===== src/csr_pkg.sv =====
// csr package
// operation codes, register addresses and the address union shared by the
// control and status register unit and its testbench

`default_nettype none

package csr_pkg;

  // access operation, same encoding as the core decoder
  typedef enum logic [1:0] {
    NONE  = 2'b00,
    WRITE = 2'b01,
    SET   = 2'b10,
    CLEAR = 2'b11
  } csr_op_e;

  // one address word, two readings of it
  typedef union packed {
    logic [11:0] raw;               // full address for named registers
    struct packed {
      logic [6:0] prefix;           // 0x3C marks the counter window
      logic [4:0] index;            // counter number inside the window
    } pccr;
  } csr_addr_u;

  ////////////////////////////////////////////////////////////////////////////
  // machine registers
  localparam logic [11:0] ADDR_MSTATUS  = 12'h300;
  localparam logic [11:0] ADDR_MEPC     = 12'h341;
  localparam logic [11:0] ADDR_MCAUSE   = 12'h342;
  localparam logic [11:0] ADDR_MESTATUS = 12'h7C0;

  // read-only identity
  localparam logic [11:0] ADDR_MCPUID   = 12'hF00;
  localparam logic [11:0] ADDR_MIMPID   = 12'hF01;
  localparam logic [11:0] ADDR_MHARTID  = 12'hF10;

  ////////////////////////////////////////////////////////////////////////////
  // performance counter block
  localparam logic [11:0] ADDR_PCER     = 12'h7A0;
  localparam logic [11:0] ADDR_PCMR     = 12'h7A1;
  localparam logic [11:0] ADDR_PCCR_ALL = 12'h79F;   // broadcast to all counters
  localparam logic [6:0]  PCCR_PREFIX   = 7'h3C;     // 0x780..0x79F

  localparam logic [31:0] MCPUID_VAL    = 32'h0080_1100;  // RV32IM plus extensions
  localparam logic [31:0] MIMPID_VAL    = 32'h0000_8000;

  localparam int N_FIXED_CNT = 11;                   // built-in event counters

endpackage

`default_nettype wire


===== src/csr_access.sv =====
// csr access decoder
// decodes the CSR address, builds the read word from the register blocks
// and merges write data for write, set and clear into one write value with
// a strobe per target register

`timescale 1ns/1ps
`default_nettype none

module csr_access #(
  parameter int N_EXT_CNT = 2
) (
  input  wire logic                                       csr_access_i,
  input  wire csr_pkg::csr_addr_u                         csr_addr_i,
  input  wire csr_pkg::csr_op_e                           csr_op_i,
  input  wire logic [31:0]                                csr_wdata_i,
  input  wire logic [3:0]                                 core_id_i,
  input  wire logic [5:0]                                 cluster_id_i,
  input  wire logic                                       mstatus_i,
  input  wire logic [31:0]                                mepc_i,
  input  wire logic [5:0]                                 mcause_i,
  input  wire logic                                       mestatus_i,
  input  wire logic [csr_pkg::N_FIXED_CNT+N_EXT_CNT-1:0]  pcer_i,
  input  wire logic [1:0]                                 pcmr_i,
  input  wire logic [31:0]                                pccr_rdata_i,
  output logic [31:0]                                     wr_data_o,
  output logic                                            mstatus_we_o,
  output logic                                            mepc_we_o,
  output logic                                            mcause_we_o,
  output logic                                            mestatus_we_o,
  output logic                                            pcer_we_o,
  output logic                                            pcmr_we_o,
  output logic                                            pccr_we_o,
  output logic                                            pccr_all_o,
  output logic [4:0]                                      pccr_index_o,
  output logic [31:0]                                     csr_rdata_o
);

  import csr_pkg::*;

  logic        we;         // any modifying access this cycle
  logic        in_window;  // address inside 0x780..0x79F
  logic [31:0] rdata;

  assign we        = csr_access_i && (csr_op_i != NONE);
  assign in_window = (csr_addr_i.pccr.prefix == PCCR_PREFIX);

  ////////////////////////////////////////////////////////////////////////////
  // read word, zero for unmapped and idle cycles
  always_comb
  begin
    rdata = '0;
    if (csr_access_i)
    begin
      case (csr_addr_i.raw)
        ADDR_MSTATUS:  rdata = {29'b0, 2'b11, mstatus_i};   // always M-mode
        ADDR_MEPC:     rdata = mepc_i;
        ADDR_MCAUSE:   rdata = {mcause_i[5], 26'b0, mcause_i[4:0]};
        ADDR_MESTATUS: rdata = {29'b0, 2'b11, mestatus_i};
        ADDR_MCPUID:   rdata = MCPUID_VAL;
        ADDR_MIMPID:   rdata = MIMPID_VAL;
        ADDR_MHARTID:  rdata = {21'b0, cluster_id_i, 1'b0, core_id_i};
        ADDR_PCER:     rdata = 32'(pcer_i);
        ADDR_PCMR:     rdata = {30'b0, pcmr_i};
        default:
        begin
          // broadcast address has no single value to show
          if (in_window && (csr_addr_i.raw != ADDR_PCCR_ALL))
            rdata = pccr_rdata_i;
        end
      endcase
    end
  end

  assign csr_rdata_o = rdata;

  ////////////////////////////////////////////////////////////////////////////
  // read-modify-write merge
  always_comb
  begin
    case (csr_op_i)
      SET:     wr_data_o = rdata | csr_wdata_i;
      CLEAR:   wr_data_o = rdata & ~csr_wdata_i;
      default: wr_data_o = csr_wdata_i;    // write, none is never strobed
    endcase
  end

  // one strobe per target
  assign mstatus_we_o  = we && (csr_addr_i.raw == ADDR_MSTATUS);
  assign mepc_we_o     = we && (csr_addr_i.raw == ADDR_MEPC);
  assign mcause_we_o   = we && (csr_addr_i.raw == ADDR_MCAUSE);
  assign mestatus_we_o = we && (csr_addr_i.raw == ADDR_MESTATUS);
  assign pcer_we_o     = we && (csr_addr_i.raw == ADDR_PCER);
  assign pcmr_we_o     = we && (csr_addr_i.raw == ADDR_PCMR);
  assign pccr_we_o     = we && in_window;   // includes the broadcast address

  assign pccr_all_o    = csr_access_i && (csr_addr_i.raw == ADDR_PCCR_ALL);
  assign pccr_index_o  = csr_addr_i.pccr.index;

endmodule

`default_nettype wire


===== src/csr_unit.sv =====
// control and status register unit
// top level joining the access decoder, machine registers, counter
// configuration and counter array

`timescale 1ns/1ps
`default_nettype none

module csr_unit #(
  parameter int N_EXT_CNT = 2
) (
  input  wire logic                  clk,
  input  wire logic                  rst_n,
  input  wire logic [3:0]            core_id_i,
  input  wire logic [5:0]            cluster_id_i,
  // register access
  input  wire logic                  csr_access_i,
  input  wire logic [11:0]           csr_addr_i,
  input  wire logic [31:0]           csr_wdata_i,
  input  wire csr_pkg::csr_op_e      csr_op_i,
  output logic [31:0]                csr_rdata_o,
  output logic                       irq_enable_o,
  output logic [31:0]                mepc_o,
  // exception control
  input  wire logic [31:0]           pc_if_i,
  input  wire logic [31:0]           pc_id_i,
  input  wire logic [31:0]           branch_target_i,
  input  wire logic                  data_load_event_ex_i,
  input  wire logic                  exc_save_if_i,
  input  wire logic                  exc_save_id_i,
  input  wire logic                  exc_save_takenbranch_i,
  input  wire logic                  exc_restore_i,
  input  wire logic [5:0]            exc_cause_i,
  input  wire logic                  save_exc_cause_i,
  // counter events
  input  wire logic                  id_valid_i,
  input  wire logic                  is_compressed_i,
  input  wire logic                  is_decoding_i,
  input  wire logic                  imiss_i,
  input  wire logic                  pc_set_i,
  input  wire logic                  jump_i,
  input  wire logic                  branch_i,
  input  wire logic                  branch_taken_i,
  input  wire logic                  ld_stall_i,
  input  wire logic                  jr_stall_i,
  input  wire logic                  mem_load_i,
  input  wire logic                  mem_store_i,
  input  wire logic [N_EXT_CNT-1:0]  ext_counters_i
);

  import csr_pkg::*;

  logic [31:0]                      wr_data;
  logic                             mstatus_we, mepc_we, mcause_we, mestatus_we;
  logic                             pcer_we, pcmr_we, pccr_we;
  logic                             pccr_all;
  logic [4:0]                       pccr_index;
  logic                             mstatus, mestatus;
  logic [31:0]                      mepc;
  logic [5:0]                       mcause;
  logic [N_FIXED_CNT+N_EXT_CNT-1:0] pcer;
  logic [1:0]                       pcmr;
  logic [31:0]                      pccr_rdata;

  csr_access #(.N_EXT_CNT(N_EXT_CNT)) u_access (
    .csr_access_i (csr_access_i),  .csr_addr_i    (csr_addr_i),
    .csr_op_i     (csr_op_i),      .csr_wdata_i   (csr_wdata_i),
    .core_id_i    (core_id_i),     .cluster_id_i  (cluster_id_i),
    .mstatus_i    (mstatus),       .mepc_i        (mepc),
    .mcause_i     (mcause),        .mestatus_i    (mestatus),
    .pcer_i       (pcer),          .pcmr_i        (pcmr),
    .pccr_rdata_i (pccr_rdata),    .wr_data_o     (wr_data),
    .mstatus_we_o (mstatus_we),    .mepc_we_o     (mepc_we),
    .mcause_we_o  (mcause_we),     .mestatus_we_o (mestatus_we),
    .pcer_we_o    (pcer_we),       .pcmr_we_o     (pcmr_we),
    .pccr_we_o    (pccr_we),       .pccr_all_o    (pccr_all),
    .pccr_index_o (pccr_index),    .csr_rdata_o   (csr_rdata_o)
  );

  machine_csrs u_machine (
    .clk                    (clk),                    .rst_n          (rst_n),
    .wr_data_i              (wr_data),                .mstatus_we_i   (mstatus_we),
    .mepc_we_i              (mepc_we),                .mcause_we_i    (mcause_we),
    .mestatus_we_i          (mestatus_we),            .pc_if_i        (pc_if_i),
    .pc_id_i                (pc_id_i),                .branch_target_i(branch_target_i),
    .data_load_event_ex_i   (data_load_event_ex_i),   .exc_save_if_i  (exc_save_if_i),
    .exc_save_id_i          (exc_save_id_i),          .exc_restore_i  (exc_restore_i),
    .exc_save_takenbranch_i (exc_save_takenbranch_i), .exc_cause_i    (exc_cause_i),
    .save_exc_cause_i       (save_exc_cause_i),       .mstatus_o      (mstatus),
    .mepc_o                 (mepc),                   .mcause_o       (mcause),
    .mestatus_o             (mestatus),               .irq_enable_o   (irq_enable_o)
  );

  assign mepc_o = mepc;

  perf_cfg_regs #(.N_EXT_CNT(N_EXT_CNT)) u_cfg (
    .clk       (clk),      .rst_n     (rst_n),
    .wr_data_i (wr_data),  .pcer_we_i (pcer_we),
    .pcmr_we_i (pcmr_we),  .pcer_o    (pcer),
    .pcmr_o    (pcmr)
  );

  perf_counters #(.N_EXT_CNT(N_EXT_CNT)) u_counters (
    .clk             (clk),             .rst_n           (rst_n),
    .id_valid_i      (id_valid_i),      .is_compressed_i (is_compressed_i),
    .is_decoding_i   (is_decoding_i),   .imiss_i         (imiss_i),
    .pc_set_i        (pc_set_i),        .jump_i          (jump_i),
    .branch_i        (branch_i),        .branch_taken_i  (branch_taken_i),
    .ld_stall_i      (ld_stall_i),      .jr_stall_i      (jr_stall_i),
    .mem_load_i      (mem_load_i),      .mem_store_i     (mem_store_i),
    .ext_counters_i  (ext_counters_i),  .pcer_i          (pcer),
    .pcmr_i          (pcmr),            .wr_data_i       (wr_data),
    .pccr_we_i       (pccr_we),         .pccr_all_i      (pccr_all),
    .pccr_index_i    (pccr_index),      .pccr_rdata_o    (pccr_rdata)
  );

endmodule

`default_nettype wire


===== src/machine_csrs.sv =====
// machine mode registers
// mstatus interrupt enable, exception pc, cause and saved status, with the
// hardware save and restore done on exception entry and return

`timescale 1ns/1ps
`default_nettype none

module machine_csrs (
  input  wire logic        clk,
  input  wire logic        rst_n,
  input  wire logic [31:0] wr_data_i,
  input  wire logic        mstatus_we_i,
  input  wire logic        mepc_we_i,
  input  wire logic        mcause_we_i,
  input  wire logic        mestatus_we_i,
  input  wire logic [31:0] pc_if_i,
  input  wire logic [31:0] pc_id_i,
  input  wire logic [31:0] branch_target_i,
  input  wire logic        data_load_event_ex_i,
  input  wire logic        exc_save_if_i,
  input  wire logic        exc_save_id_i,
  input  wire logic        exc_save_takenbranch_i,
  input  wire logic        exc_restore_i,
  input  wire logic [5:0]  exc_cause_i,
  input  wire logic        save_exc_cause_i,
  output logic             mstatus_o,
  output logic [31:0]      mepc_o,
  output logic [5:0]       mcause_o,
  output logic             mestatus_o,
  output logic             irq_enable_o
);

  logic        mstatus_q, mstatus_n;    // IE bit
  logic        mestatus_q, mestatus_n;  // IE saved on exception
  logic [31:0] mepc_q, mepc_n;
  logic [5:0]  mcause_q, mcause_n;
  logic        exc_save;

  assign exc_save = exc_save_if_i || exc_save_id_i || exc_save_takenbranch_i;

  // later assignments win, so hardware events come after software writes
  always_comb
  begin
    mstatus_n  = mstatus_q;
    mestatus_n = mestatus_q;
    mepc_n     = mepc_q;
    mcause_n   = mcause_q;

    if (mstatus_we_i)  mstatus_n  = wr_data_i[0];
    if (mestatus_we_i) mestatus_n = wr_data_i[0];
    if (mepc_we_i)     mepc_n     = wr_data_i;
    if (mcause_we_i)   mcause_n   = wr_data_i[5:0];

    if (exc_save)
    begin
      mestatus_n = mstatus_q;
      mstatus_n  = 1'b0;           // no nested interrupts
      if (data_load_event_ex_i)
        mepc_n = pc_id_i;          // faulting load sits in ID
      else if (exc_save_takenbranch_i)
        mepc_n = branch_target_i;
      else if (exc_save_if_i)
        mepc_n = pc_if_i;
      else
        mepc_n = pc_id_i;
    end

    if (save_exc_cause_i)
      mcause_n = exc_cause_i;

    if (exc_restore_i)
      mstatus_n = mestatus_q;      // return from exception
  end

  always_ff @(posedge clk, negedge rst_n)
  begin
    if (!rst_n)
    begin
      mstatus_q  <= 1'b0;
      mestatus_q <= 1'b0;
      mepc_q     <= '0;
      mcause_q   <= '0;
    end
    else
    begin
      mstatus_q  <= mstatus_n;
      mestatus_q <= mestatus_n;
      mepc_q     <= mepc_n;
      mcause_q   <= mcause_n;
    end
  end

  assign mstatus_o    = mstatus_q;
  assign mestatus_o   = mestatus_q;
  assign mepc_o       = mepc_q;
  assign mcause_o     = mcause_q;
  assign irq_enable_o = mstatus_q;

endmodule

`default_nettype wire


===== src/perf_cfg_regs.sv =====
// performance counter configuration
// PCER holds one enable per counter, PCMR the global enable (bit 0) and the
// saturate mode (bit 1)

`timescale 1ns/1ps
`default_nettype none

module perf_cfg_regs #(
  parameter int N_EXT_CNT = 2
) (
  input  wire logic                                       clk,
  input  wire logic                                       rst_n,
  input  wire logic [31:0]                                wr_data_i,
  input  wire logic                                       pcer_we_i,
  input  wire logic                                       pcmr_we_i,
  output logic [csr_pkg::N_FIXED_CNT+N_EXT_CNT-1:0]       pcer_o,
  output logic [1:0]                                      pcmr_o
);

  import csr_pkg::*;

  localparam int N_CNT = N_FIXED_CNT + N_EXT_CNT;

  logic [N_CNT-1:0] pcer_q;
  logic [1:0]       pcmr_q;

  always_ff @(posedge clk, negedge rst_n)
  begin
    if (!rst_n)
    begin
      pcer_q <= '0;       // all counters off
      pcmr_q <= 2'b11;    // enabled, saturating
    end
    else
    begin
      if (pcer_we_i) pcer_q <= wr_data_i[N_CNT-1:0];
      if (pcmr_we_i) pcmr_q <= wr_data_i[1:0];
    end
  end

  assign pcer_o = pcer_q;
  assign pcmr_o = pcmr_q;

endmodule

`default_nettype wire


===== src/perf_counters.sv =====
// performance counter array
// conditions the core events, registers the enabled increments and keeps
// one 32-bit counter per event with optional saturation

`timescale 1ns/1ps
`default_nettype none

module perf_counters #(
  parameter int N_EXT_CNT = 2
) (
  input  wire logic                                       clk,
  input  wire logic                                       rst_n,
  input  wire logic                                       id_valid_i,
  input  wire logic                                       is_compressed_i,
  input  wire logic                                       is_decoding_i,
  input  wire logic                                       imiss_i,
  input  wire logic                                       pc_set_i,
  input  wire logic                                       jump_i,
  input  wire logic                                       branch_i,
  input  wire logic                                       branch_taken_i,
  input  wire logic                                       ld_stall_i,
  input  wire logic                                       jr_stall_i,
  input  wire logic                                       mem_load_i,
  input  wire logic                                       mem_store_i,
  input  wire logic [N_EXT_CNT-1:0]                       ext_counters_i,
  input  wire logic [csr_pkg::N_FIXED_CNT+N_EXT_CNT-1:0]  pcer_i,
  input  wire logic [1:0]                                 pcmr_i,
  input  wire logic [31:0]                                wr_data_i,
  input  wire logic                                       pccr_we_i,
  input  wire logic                                       pccr_all_i,
  input  wire logic [4:0]                                 pccr_index_i,
  output logic [31:0]                                     pccr_rdata_o
);

  import csr_pkg::*;

  localparam int N_CNT = N_FIXED_CNT + N_EXT_CNT;

  logic                        id_valid_q;
  logic [N_CNT-1:0]            evt;         // raw events
  logic [N_CNT-1:0]            inc;         // enabled events
  logic [N_CNT-1:0]            inc_q;       // one cycle later
  logic [N_CNT-1:0][31:0]      cnt_q;

  ////////////////////////////////////////////////////////////////////////////
  // event conditioning
  assign evt[0]  = 1'b1;                              // cycles
  assign evt[1]  = id_valid_i & is_decoding_i;        // instructions
  assign evt[2]  = ld_stall_i & id_valid_q;           // load-use stalls
  assign evt[3]  = jr_stall_i & id_valid_q;           // jump register stalls
  assign evt[4]  = imiss_i & ~pc_set_i;               // fetch wait outside redirects
  assign evt[5]  = mem_load_i;
  assign evt[6]  = mem_store_i;
  assign evt[7]  = jump_i & id_valid_q;
  assign evt[8]  = branch_i & id_valid_q;
  assign evt[9]  = branch_i & branch_taken_i & id_valid_q;
  assign evt[10] = id_valid_i & is_decoding_i & is_compressed_i;

  // external events follow the fixed ones
  for (genvar g = 0; g < N_EXT_CNT; g++)
  begin : g_ext
    assign evt[N_FIXED_CNT+g] = ext_counters_i[g];
  end

  assign inc = evt & pcer_i & {N_CNT{pcmr_i[0]}};

  ////////////////////////////////////////////////////////////////////////////
  // counter array
  always_ff @(posedge clk, negedge rst_n)
  begin
    if (!rst_n)
    begin
      id_valid_q <= 1'b0;
      inc_q      <= '0;
      cnt_q      <= '0;
    end
    else
    begin
      id_valid_q <= id_valid_i;
      inc_q      <= inc;
      for (int i = 0; i < N_CNT; i++)
      begin
        // software write beats the pending increment
        if (pccr_we_i && (pccr_all_i || (pccr_index_i == 5'(i))))
          cnt_q[i] <= wr_data_i;
        else if (inc_q[i] && !(pcmr_i[1] && (&cnt_q[i])))
          cnt_q[i] <= cnt_q[i] + 32'd1;
      end
    end
  end

  // indices past the last counter read zero
  always_comb
  begin
    pccr_rdata_o = '0;
    for (int i = 0; i < N_CNT; i++)
    begin
      if (pccr_index_i == 5'(i))
        pccr_rdata_o = cnt_q[i];
    end
  end

endmodule

`default_nettype wire


===== config.mk =====
export PLATFORM = sky130hd
export DESIGN_NAME = csr_unit
export DESIGN_NICKNAME = d
export VERILOG_FILES = /design/src/csr_pkg.sv /design/src/csr_access.sv /design/src/csr_unit.sv /design/src/machine_csrs.sv /design/src/perf_cfg_regs.sv /design/src/perf_counters.sv
export SDC_FILE = /design/constraint.sdc
export NUM_CORES = 2
export LEC_CHECK = 0
export BUFFER_PORTS_ARGS = -buffer_cell sky130_fd_sc_hd__buf_2
export CAP_MARGIN = 20
export CELL_PAD_IN_SITES_DETAIL_PLACEMENT = 0
export CELL_PAD_IN_SITES_GLOBAL_PLACEMENT = 1
export CORE_MARGIN = 3
export CORE_UTILIZATION = 42
export CTS_BUF_LIST = sky130_fd_sc_hd__clkbuf_16
export DETAILED_ROUTE_END_ITERATION = 6
export GPL_ROUTABILITY_DRIVEN = 0
export PLACE_DENSITY = 0.85
export SYNTH_ARGS = -nofsm -noshare
export SYNTH_HDL_FRONTEND = slang
export SYNTH_HIERARCHICAL = 1
export SYNTH_SLANG_ARGS = --single-unit

===== constraint.sdc =====
create_clock -name clk -period 3.4 [get_ports clk]
set_input_delay 0.68 -clock clk [delete_from_list [all_inputs] [get_ports clk]]
set_output_delay 0.68 -clock clk [all_outputs]
set_load 0.02 [all_outputs]

== After elaboration in Yosys (flattened, before gate mapping) ==
Index checks and enable logic that the tools add are counted.
W data, S select, Z words.

* Register bits after elaboration: 485
* Bits in latches: 0
* RAM bits: 0
* Memory bits (read-only): 0
* Bits of input ports: 181
* Output and inout bits: 65
* Logic and storage cells: 239
* Memories: 0

* Add/sub/neg operators: 13
* Multiply operators: 0
* Divide/modulo/power cells: 0
* Magnitude comparators: 0
* Equality and inequality tests: 26
* Shifts and indexed selects: 0
* Mux-type cells: 55
* Bitwise operators: 15
* Reduce and logical (&&, ||, !) cells: 109

{| class="wikitable"
|+ Operators by type and width
! cell !! count
|-
| $mux W32 || 46
|-
| $add A32 B1 Y32 const B || 13
|-
| $reduce_and A32 Y1 || 13
|-
| $pmux W32 S9 || 1
|-
| $pmux W32 S2 || 1
|-
| $logic_and A1 B1 Y1 || 49
|-
| $eq A12 B11 Y1 const B || 4
|-
| $eq A12 B10 Y1 const B || 3
|-
| $eq A12 B12 Y1 const B || 3
|-
| $reduce_bool A2 Y1 || 17
|-
| $and A32 B32 Y32 || 1
|-
| $not A32 Y32 || 1
|-
| $or A32 B32 Y32 || 1
|-
| $and A13 B13 Y13 || 2
|-
| $eq A5 B4 Y1 const B || 5
|-
| $eq A5 B3 Y1 const B || 4
|-
| $logic_or A1 B1 Y1 || 15
|-
| $logic_not A1 Y1 || 13
|-
| $mux W6 || 2
|-
| $ne A12 B11 Y1 const B || 1
|-
| $eq A5 B2 Y1 const B || 2
|-
| $and A1 B1 Y1 || 9
|-
| $eq A7 B6 Y1 const B || 1
|-
| $eq A5 B1 Y1 const B || 1
|-
| other kinds (5) || 10
|}

== Longest topological paths before layout ==
* Word-level depth: 22
* Mapped depth: 17
* Gate-level depth less buffers: 11

== Cells and area by module ==
The synthesis kept the hierarchy.

{| class="wikitable"
|+ By module, submodules not included
! module !! instances !! cells each !! area an instance (µm²) !! seq. area each (µm²)
|-
| perf_counters || 1 || 3781 || 30026.3 || 10760.3
|-
| machine_csrs || 1 || 291 || 2811.4 || 1001.0
|-
| csr_access || 1 || 254 || 1607.8 || 0.0
|-
| perf_cfg_regs || 1 || 31 || 595.6 || 377.9
|}

== Worst setup path before layout ==
No wires, ideal clock.

* Kind: input to register
* Start point: in csr_addr_i[2]
* End point: reg u_counters/cnt_q[281] (netlist bit)
* Library setup time: 0.082 ns
* Arrival: 3.706 ns
* Data required time: 3.318 ns
* Setup slack: -0.388 ns
* Stages on the path: 16
* Path buffers: 6
* Cell sequence: buf_4 -> buf_2 -> buf_1 -> buf_1 -> nor3b_2 -> clkbuf_1 -> a21oi_1 -> o22ai_1 -> nor2_1 -> o22ai_1 -> a22oi_1 -> nor2_1 -> a22o_1 -> dlygate4sd1_1 -> nor2_1 -> a31oi_1

* Longest elaborated chain between the ends: 20
* Elaborated cells on any way between the ends: 49
* Classes of those cells: eq/ne (23); mux (18); bitwise (2); reduce/logical (6)

{| class="wikitable"
|+ RTL lines
! element !! line !! text
|-
| start: declaration || csr_unit.sv:17 || <nowiki>input wire logic [11:0] csr_addr_i,</nowiki>
|-
| $logic_not A5 Y1 || perf_counters.sv:98 || <nowiki>if (pccr_index_i == 5'(i))</nowiki>
|-
| $mux W32 (12 in series) || perf_counters.sv:98 ||
|-
| $mux W32 (*) || perf_counters.sv:98 ||
|-
| named net pccr_rdata[25] || csr_unit.sv:62 || <nowiki>logic [31:0] pccr_rdata;</nowiki>
|-
| $mux W32 (*) || csr_access.sv:67 || <nowiki>if (in_window && (csr_addr_i.raw != ADDR_PCCR_ALL))</nowiki>
|-
| $pmux W32 S9 (*) || csr_access.sv:54 || <nowiki>case (csr_addr_i.raw)</nowiki>
|-
| $mux W32 (*) || csr_access.sv:52 || <nowiki>if (csr_access_i)</nowiki>
|-
| named net csr_rdata_o[25] || csr_unit.sv:20 || <nowiki>output logic [31:0] csr_rdata_o,</nowiki>
|-
| $and A32 B32 Y32 / $or A32 B32 Y32 (equally long branches) || csr_access.sv:82, csr_access.sv:81 ||
|-
| $pmux W32 S2 (*) || csr_access.sv:80 || <nowiki>case (csr_op_i)</nowiki>
|-
| named net wr_data[25] || csr_unit.sv:52 || <nowiki>logic [31:0] wr_data;</nowiki>
|-
| $mux W32 (*) || perf_counters.sv:84 || <nowiki>if (pccr_we_i && (pccr_all_i || (pccr_index_i == 5'(i))))</nowiki>
|-
| end signal: indexed assignment || perf_counters.sv:85 || <nowiki>cnt_q[i] <= wr_data_i;</nowiki>
|-
| end signal: indexed assignment || perf_counters.sv:87 || <nowiki>cnt_q[i] <= cnt_q[i] + 32'd1;</nowiki>
|-
| end: declaration || perf_counters.sv:43 || <nowiki>logic [N_CNT-1:0][31:0] cnt_q;</nowiki>
|}

The timed path passes the listed nets; every way through them passes the cells marked *.
A chain may end at the register's enable or synchronous reset.

== Worst setup path after layout ==
* Start point: in csr_addr_i[0]
* End point: out csr_rdata_o[17]

* Longest elaborated chain between the ends: 17
* Elaborated cells on any way between the ends: 40
* Classes of those cells: eq/ne (22); mux (16); reduce/logical (2)

{| class="wikitable"
|+ RTL lines
! element !! line
|-
| $logic_not A5 Y1 || perf_counters.sv:98
|-
| $mux W32 (12 in series) || perf_counters.sv:98
|-
| $mux W32 (*) || perf_counters.sv:98
|-
| named net pccr_rdata[17] || csr_unit.sv:62
|-
| $mux W32 (*) || csr_access.sv:67
|-
| $pmux W32 S9 (*) || csr_access.sv:54
|-
| $mux W32 (*) || csr_access.sv:52
|-
| end: declaration || csr_unit.sv:20
|}

Marks and branches as above.

==> flow_summary.html <==
<table>
<tr><th>Metric</th><th>Value</th></tr>
<tr><th colspan="2">Pwr</th></tr>
<tr><td>Static Leak</td><td>18.2 nW</td></tr>
<tr><td>Worst voltage drop across the vdd grid</td><td>0.000470 V</td></tr>
<tr><td>Total power after layout</td><td>14.8 mW</td></tr>
<tr><td>Total power density per cell area</td><td>319 nW/um^2</td></tr>
<tr><th colspan="2">Setup path</th></tr>
<tr><td>Launch instance of the worst register-to-register path</td><td>u_counters/cnt_q[145]</td></tr>
<tr><td>Biggest fanout along the worst timing path</td><td>6</td></tr>
<tr><td>Endpoint of the worst register-to-register path</td><td>u_counters/cnt_q[17]</td></tr>
<tr><td>Startpoint class of the critical path</td><td>primary input</td></tr>
<tr><td>Length in cells of the worst reg-to-reg path</td><td>14</td></tr>
<tr><td>Required time of the worst setup path</td><td>2720 ps</td></tr>
<tr><td>Setup Crit Path Kind</td><td>in -&gt; out</td></tr>
<tr><td>Worst EP arrival</td><td>3140 ps</td></tr>
<tr><td>Critical path endpoint category</td><td>output port</td></tr>
<tr><td>Register-to-register path setup slack</td><td>140 ps</td></tr>
<tr><th colspan="2">Timing</th></tr>
<tr><td>Unrepaired setup endpoints after global routing</td><td>true</td></tr>
<tr><td>Final count of hold timing violations</td><td>0</td></tr>
<tr><td>Worst hold slack</td><td>57.5 ps</td></tr>
<tr><td>Transition time at the pin with the least slew margin</td><td>1070 ps</td></tr>
<tr><td>Clock Skews</td><td>32.1 ps</td></tr>
<tr><td>Final setup slack of the worst path</td><td>-421 ps</td></tr>
<tr><td>Count of final setup violators</td><td>42</td></tr>
<tr><td>Fin Setup TNS</td><td>-7210 ps</td></tr>
<tr><td>Count of pins over their slew limit</td><td>0</td></tr>
<tr><td>Rel. slew slack</td><td>28.0%</td></tr>
<tr><td>Top achievable clock speed</td><td>262 MHz</td></tr>
<tr><td>Clock period minus final worst setup slack</td><td>3820 ps</td></tr>
<tr><td>Tcrit/Tclk final</td><td>112%</td></tr>
<tr><th colspan="2">Logic synthesis</th></tr>
<tr><td>Main combinational cell family by area after synthesis</td><td>simple AND/OR/NAND/NOR gates</td></tr>
<tr><td>Synth Area in Compound Gates</td><td>24.7%</td></tr>
<tr><td>Adder and majority cell fraction of the synthesized area</td><td>0.464%</td></tr>
<tr><td>Post-synth cell types</td><td>104</td></tr>
<tr><td>Area share of the largest cell type after synthesis</td><td>34.5%</td></tr>
<tr><td>Fraction of the mapped netlist area in simple logic gates</td><td>30.0%</td></tr>
<tr><td>Parity-gate share of the synthesized area counting xor and xnor cells</td><td>1.45%</td></tr>
<tr><td>Synthesized netlist cell count</td><td>4,357</td></tr>
<tr><td>Dominant register cell in the synthesized netlist</td><td>sky130_fd_sc_hd__dfrtp_1</td></tr>
<tr><td>Async set-reset flop share out of synthesis</td><td>100%</td></tr>
<tr><td>Synthesis Warnings</td><td>6</td></tr>
<tr><td>Sequential fraction of the synthesis area</td><td>34.6%</td></tr>
<tr><td>Avg Synthesized Cell Area</td><td>8.04 um^2</td></tr>
<tr><td>Combined area of all synthesized cells</td><td>35,000 um^2</td></tr>
<tr><td>Cells taking the most area after synthesis</td><td>sky130_fd_sc_hd__dfrtp_1, sky130_fd_sc_hd__a31oi_1, sky130_fd_sc_hd__o21ai_0</td></tr>
<tr><td>Largest area contributor in the synthesized netlist</td><td>sky130_fd_sc_hd__dfrtp_1</td></tr>
<tr><td>Number of synthesized flops with an enable pin</td><td>0</td></tr>
<tr><td>FF+latch count, synth</td><td>485</td></tr>
<tr><td>Share of synthesized area spent on multiplexers</td><td>3.85%</td></tr>
<tr><td>Synthesized net count</td><td>4,551</td></tr>
<tr><th colspan="2">Global route</th></tr>
<tr><td>Total overflow reported by the global router</td><td>0</td></tr>
<tr><td>Number of antenna violations at the first check in global routing</td><td>11</td></tr>
<tr><td>Number of global-route vias before repair</td><td>37,519</td></tr>
<tr><td>Pin count of the biggest net entering global routing</td><td>68</td></tr>
<tr><td>Total routing usage reported by global routing</td><td>37.3%</td></tr>
<tr><td>First-pass GRT wire length</td><td>244,000 um</td></tr>
<tr><th colspan="2">Routing</th></tr>
<tr><td>DRT Pass-1 Iters</td><td>7</td></tr>
<tr><td>Vias</td><td>41,323</td></tr>
<tr><td>Number of DRC violations after detailed-routing iteration 0</td><td>5,785</td></tr>
<tr><td>Via density per instance</td><td>6.85</td></tr>
<tr><td>Final wirelength</td><td>170,000 um</td></tr>
<tr><td>Mean routed wirelength per cell</td><td>28.1 um</td></tr>
<tr><td>Detailed-route DRC error count</td><td>1</td></tr>
<tr><td>Remaining antenna violation count</td><td>0</td></tr>
<tr><th colspan="2">Placed design</th></tr>
<tr><td>Worst setup slack after placement</td><td>-848 ps</td></tr>
<tr><td>Placed Cells</td><td>5,821</td></tr>
<tr><td>Post-place instance area</td><td>41,300 um^2</td></tr>
<tr><td>PortBufs</td><td>245</td></tr>
<tr><td>HPWL reported at the end of detailed placement</td><td>121,000 um</td></tr>
<tr><th colspan="2">Floorplan</th></tr>
<tr><td>Die boundary width</td><td>295 um</td></tr>
<tr><td>IO Pins</td><td>246</td></tr>
<tr><td>Area of the die</td><td>86,900 um^2</td></tr>
<tr><td>Cell row count</td><td>105</td></tr>
<tr><td>Core footprint</td><td>82,400 um^2</td></tr>
<tr><td>Die Height</td><td>295 um</td></tr>
<tr><td>Initial core utilization</td><td>42.5%</td></tr>
<tr><th colspan="2">Clock tree</th></tr>
<tr><td>Clock Path Buffers</td><td>3</td></tr>
<tr><td>CTS tree</td><td>yes</td></tr>
<tr><td>Sink Count</td><td>485</td></tr>
<tr><td>CTS clock-pin slew for the worst setup and hold paths</td><td>60 ps</td></tr>
<tr><td>Maximum level of the CTS H-tree</td><td>2</td></tr>
<tr><td>Inserted Clock Buffers</td><td>57</td></tr>
<tr><td>Hold buffers post-CTS</td><td>0</td></tr>
<tr><td>Clk Latency, worst-skew pair</td><td>660 ps</td></tr>
<tr><td>Clock tree root buffer cell</td><td>sky130_fd_sc_hd__clkbuf_16</td></tr>
<tr><th colspan="2">Cells and area</th></tr>
<tr><td>Share of final-layout standard cells stronger than drive strength 1</td><td>26.9%</td></tr>
<tr><td>Final Core Density</td><td>56.3%</td></tr>
<tr><td>Final cell count without fillers</td><td>6,034</td></tr>
<tr><td>Non-Filler Cell Area, Final</td><td>46,300 um^2</td></tr>
<tr><td>Layout overhead on the synthesized area</td><td>32.2%</td></tr>
<tr><td>Count of nets after finishing</td><td>5,103</td></tr>
<tr><td>Filler Cells Inserted</td><td>7,162</td></tr>
<tr><th colspan="2">Hold path</th></tr>
<tr><td>Class of the most critical hold timing path</td><td>in -&gt; async</td></tr>
<tr><th colspan="2">Flow run</th></tr>
<tr><td>Number of maximum-capacitance violations</td><td>0</td></tr>
<tr><th colspan="2">Run status</th></tr>
<tr><td>Violations in the final reports</td><td>design-rule violations, negative setup slack</td></tr>
<tr><td>Outcome</td><td>finished, violations left</td></tr>
</table>
-- critical path: stages --
cell and delay [ps]:
sky130_fd_sc_hd__buf_16 130, sky130_fd_sc_hd__buf_12 110, sky130_fd_sc_hd__buf_16 120, sky130_fd_sc_hd__buf_4 160, sky130_fd_sc_hd__mux2i_2 400, sky130_fd_sc_hd__nand3_1 270, sky130_fd_sc_hd__o221ai_2 150, sky130_fd_sc_hd__a211oi_1 100
sky130_fd_sc_hd__buf_4 170, sky130_fd_sc_hd__a221o_1 390, sky130_fd_sc_hd__a22oi_2 200, sky130_fd_sc_hd__nor2_2 70, sky130_fd_sc_hd__buf_6 160
-- state kept, by name (all words and copies together) (netlist names) --
| register | count |
|---|---|
| u_cfg/pcer_o | 13 |
| u_cfg/pcmr_o | 2 |
| u_counters/cnt_q | 416 |
| u_counters/id_valid_q | 1 |
| u_counters/inc_q | 13 |
| u_machine/irq_enable_o | 1 |
| u_machine/mcause_o | 6 |
| u_machine/mepc_o | 32 |
| u_machine/mestatus_o | 1 |
-- synthesized netlist by cell type, drive strengths merged (18+ instances only) --
master / count
a211oi: 28
a21oi: 129
a221oi: 18
a22o: 23
a22oi: 49
a31oi: 290
a32oi: 19
and2: 49
and3: 94
and4: 55
buf: 76
clkbuf: 249
dfrtp: 483
inv: 84
mux2: 40
mux2i: 86
nand2: 347
nand2b: 47
nand3: 240
nand3b: 25
nand4: 123
nor2: 425
nor2b: 27
nor3: 34
nor4: 55
o211ai: 54
o21ai: 336
o221ai: 31
o22ai: 81
o2bb2ai: 23
o31a: 19
o31ai: 116
or2: 40
or3: 201
or4: 129
xnor2: 44
-- cell families (layout without fill, tap and decap cells) --
logic type | count (synthesis) | after routing
AO/OA/AOI/OAI | 1322 | 1322
XOR/XNOR | 58 | 58
adder cells (fa/ha/maj) | 13 | 13
buffers and inverters | 412 | 1012
flip-flops | 485 | 485
multiplexers | 126 | 126
other | 0 | 7
AND/OR/NAND/NOR | 1941 | 1941
-- cells in the final DEF (no fill, tap or decap), types with 88 or more instances in the layout --
cell,instances
sky130_fd_sc_hd__or4_1,125
sky130_fd_sc_hd__buf_2,207
sky130_fd_sc_hd__dfrtp_1,474
sky130_fd_sc_hd__and3_1,88
sky130_fd_sc_hd__nand2_1,340
sky130_fd_sc_hd__o31ai_1,98
sky130_fd_sc_hd__buf_12,94
sky130_fd_sc_hd__buf_4,426
sky130_fd_sc_hd__nor2_1,369
sky130_fd_sc_hd__nand4_1,122
sky130_fd_sc_hd__nand3_1,222
sky130_fd_sc_hd__o21ai_0,302
sky130_fd_sc_hd__or3_1,198
sky130_fd_sc_hd__inv_1,89
sky130_fd_sc_hd__a31oi_1,289
sky130_fd_sc_hd__a21oi_1,105
-- worst max-delay path by stage --
stage,startpoint,end
after floorplan,csr_addr_i[0],csr_rdata_o[8]
after global placement,csr_addr_i[3],csr_rdata_o[6]
after detailed placement,csr_addr_i[3],csr_rdata_o[6]
after CTS,csr_addr_i[2],csr_rdata_o[6]
after global routing,csr_addr_i[1],csr_rdata_o[12]
final,csr_addr_i[0],csr_rdata_o[17]
-- power by group --
group / switching, mW / total, mW / internal [mW]
Clock: 2.80 / 6.34 / 3.54
Combinational: 1.53 / 2.50 / 0.971
Sequential: 0.110 / 5.96 / 5.85
-- layer usage --
metal	global-route usage, %	share of wire [%]	vias to the layer above
li1	-	-	17870
met1	47.2	36	19567
met2	52.6	40	3060
met3	11.2	14	816
met4	30.1	10	10
met5	0	0.055	-
-- area by class of cell --
| type | count | area (um^2) | share of cell area, % |
|---|---|---|---|
| Sequential cell | 485 | 12200 | 26.2 |
| Timing Repair Buffer | 821 | 7510 | 16.2 |
| Antenna cell | 7 | 17.5 | 0.0378 |
| Clock buffer | 58 | 1450 | 3.13 |
| Tap cell | 1070 | 1340 | 2.89 |
| Clock inverter | 49 | 400 | 0.864 |
| Inverter | 84 | 315 | 0.680 |
| Multi-Input combinational cell | 3460 | 23200 | 50.0 |
-- repair_timing --
item	in CTS	in global routing
gates cloned	9	5
gates resized for setup	370	116
pin swaps	111	83
setup endpoints to repair	40	58
setup buffers	66	31
(Power assumes the default switching activity.)
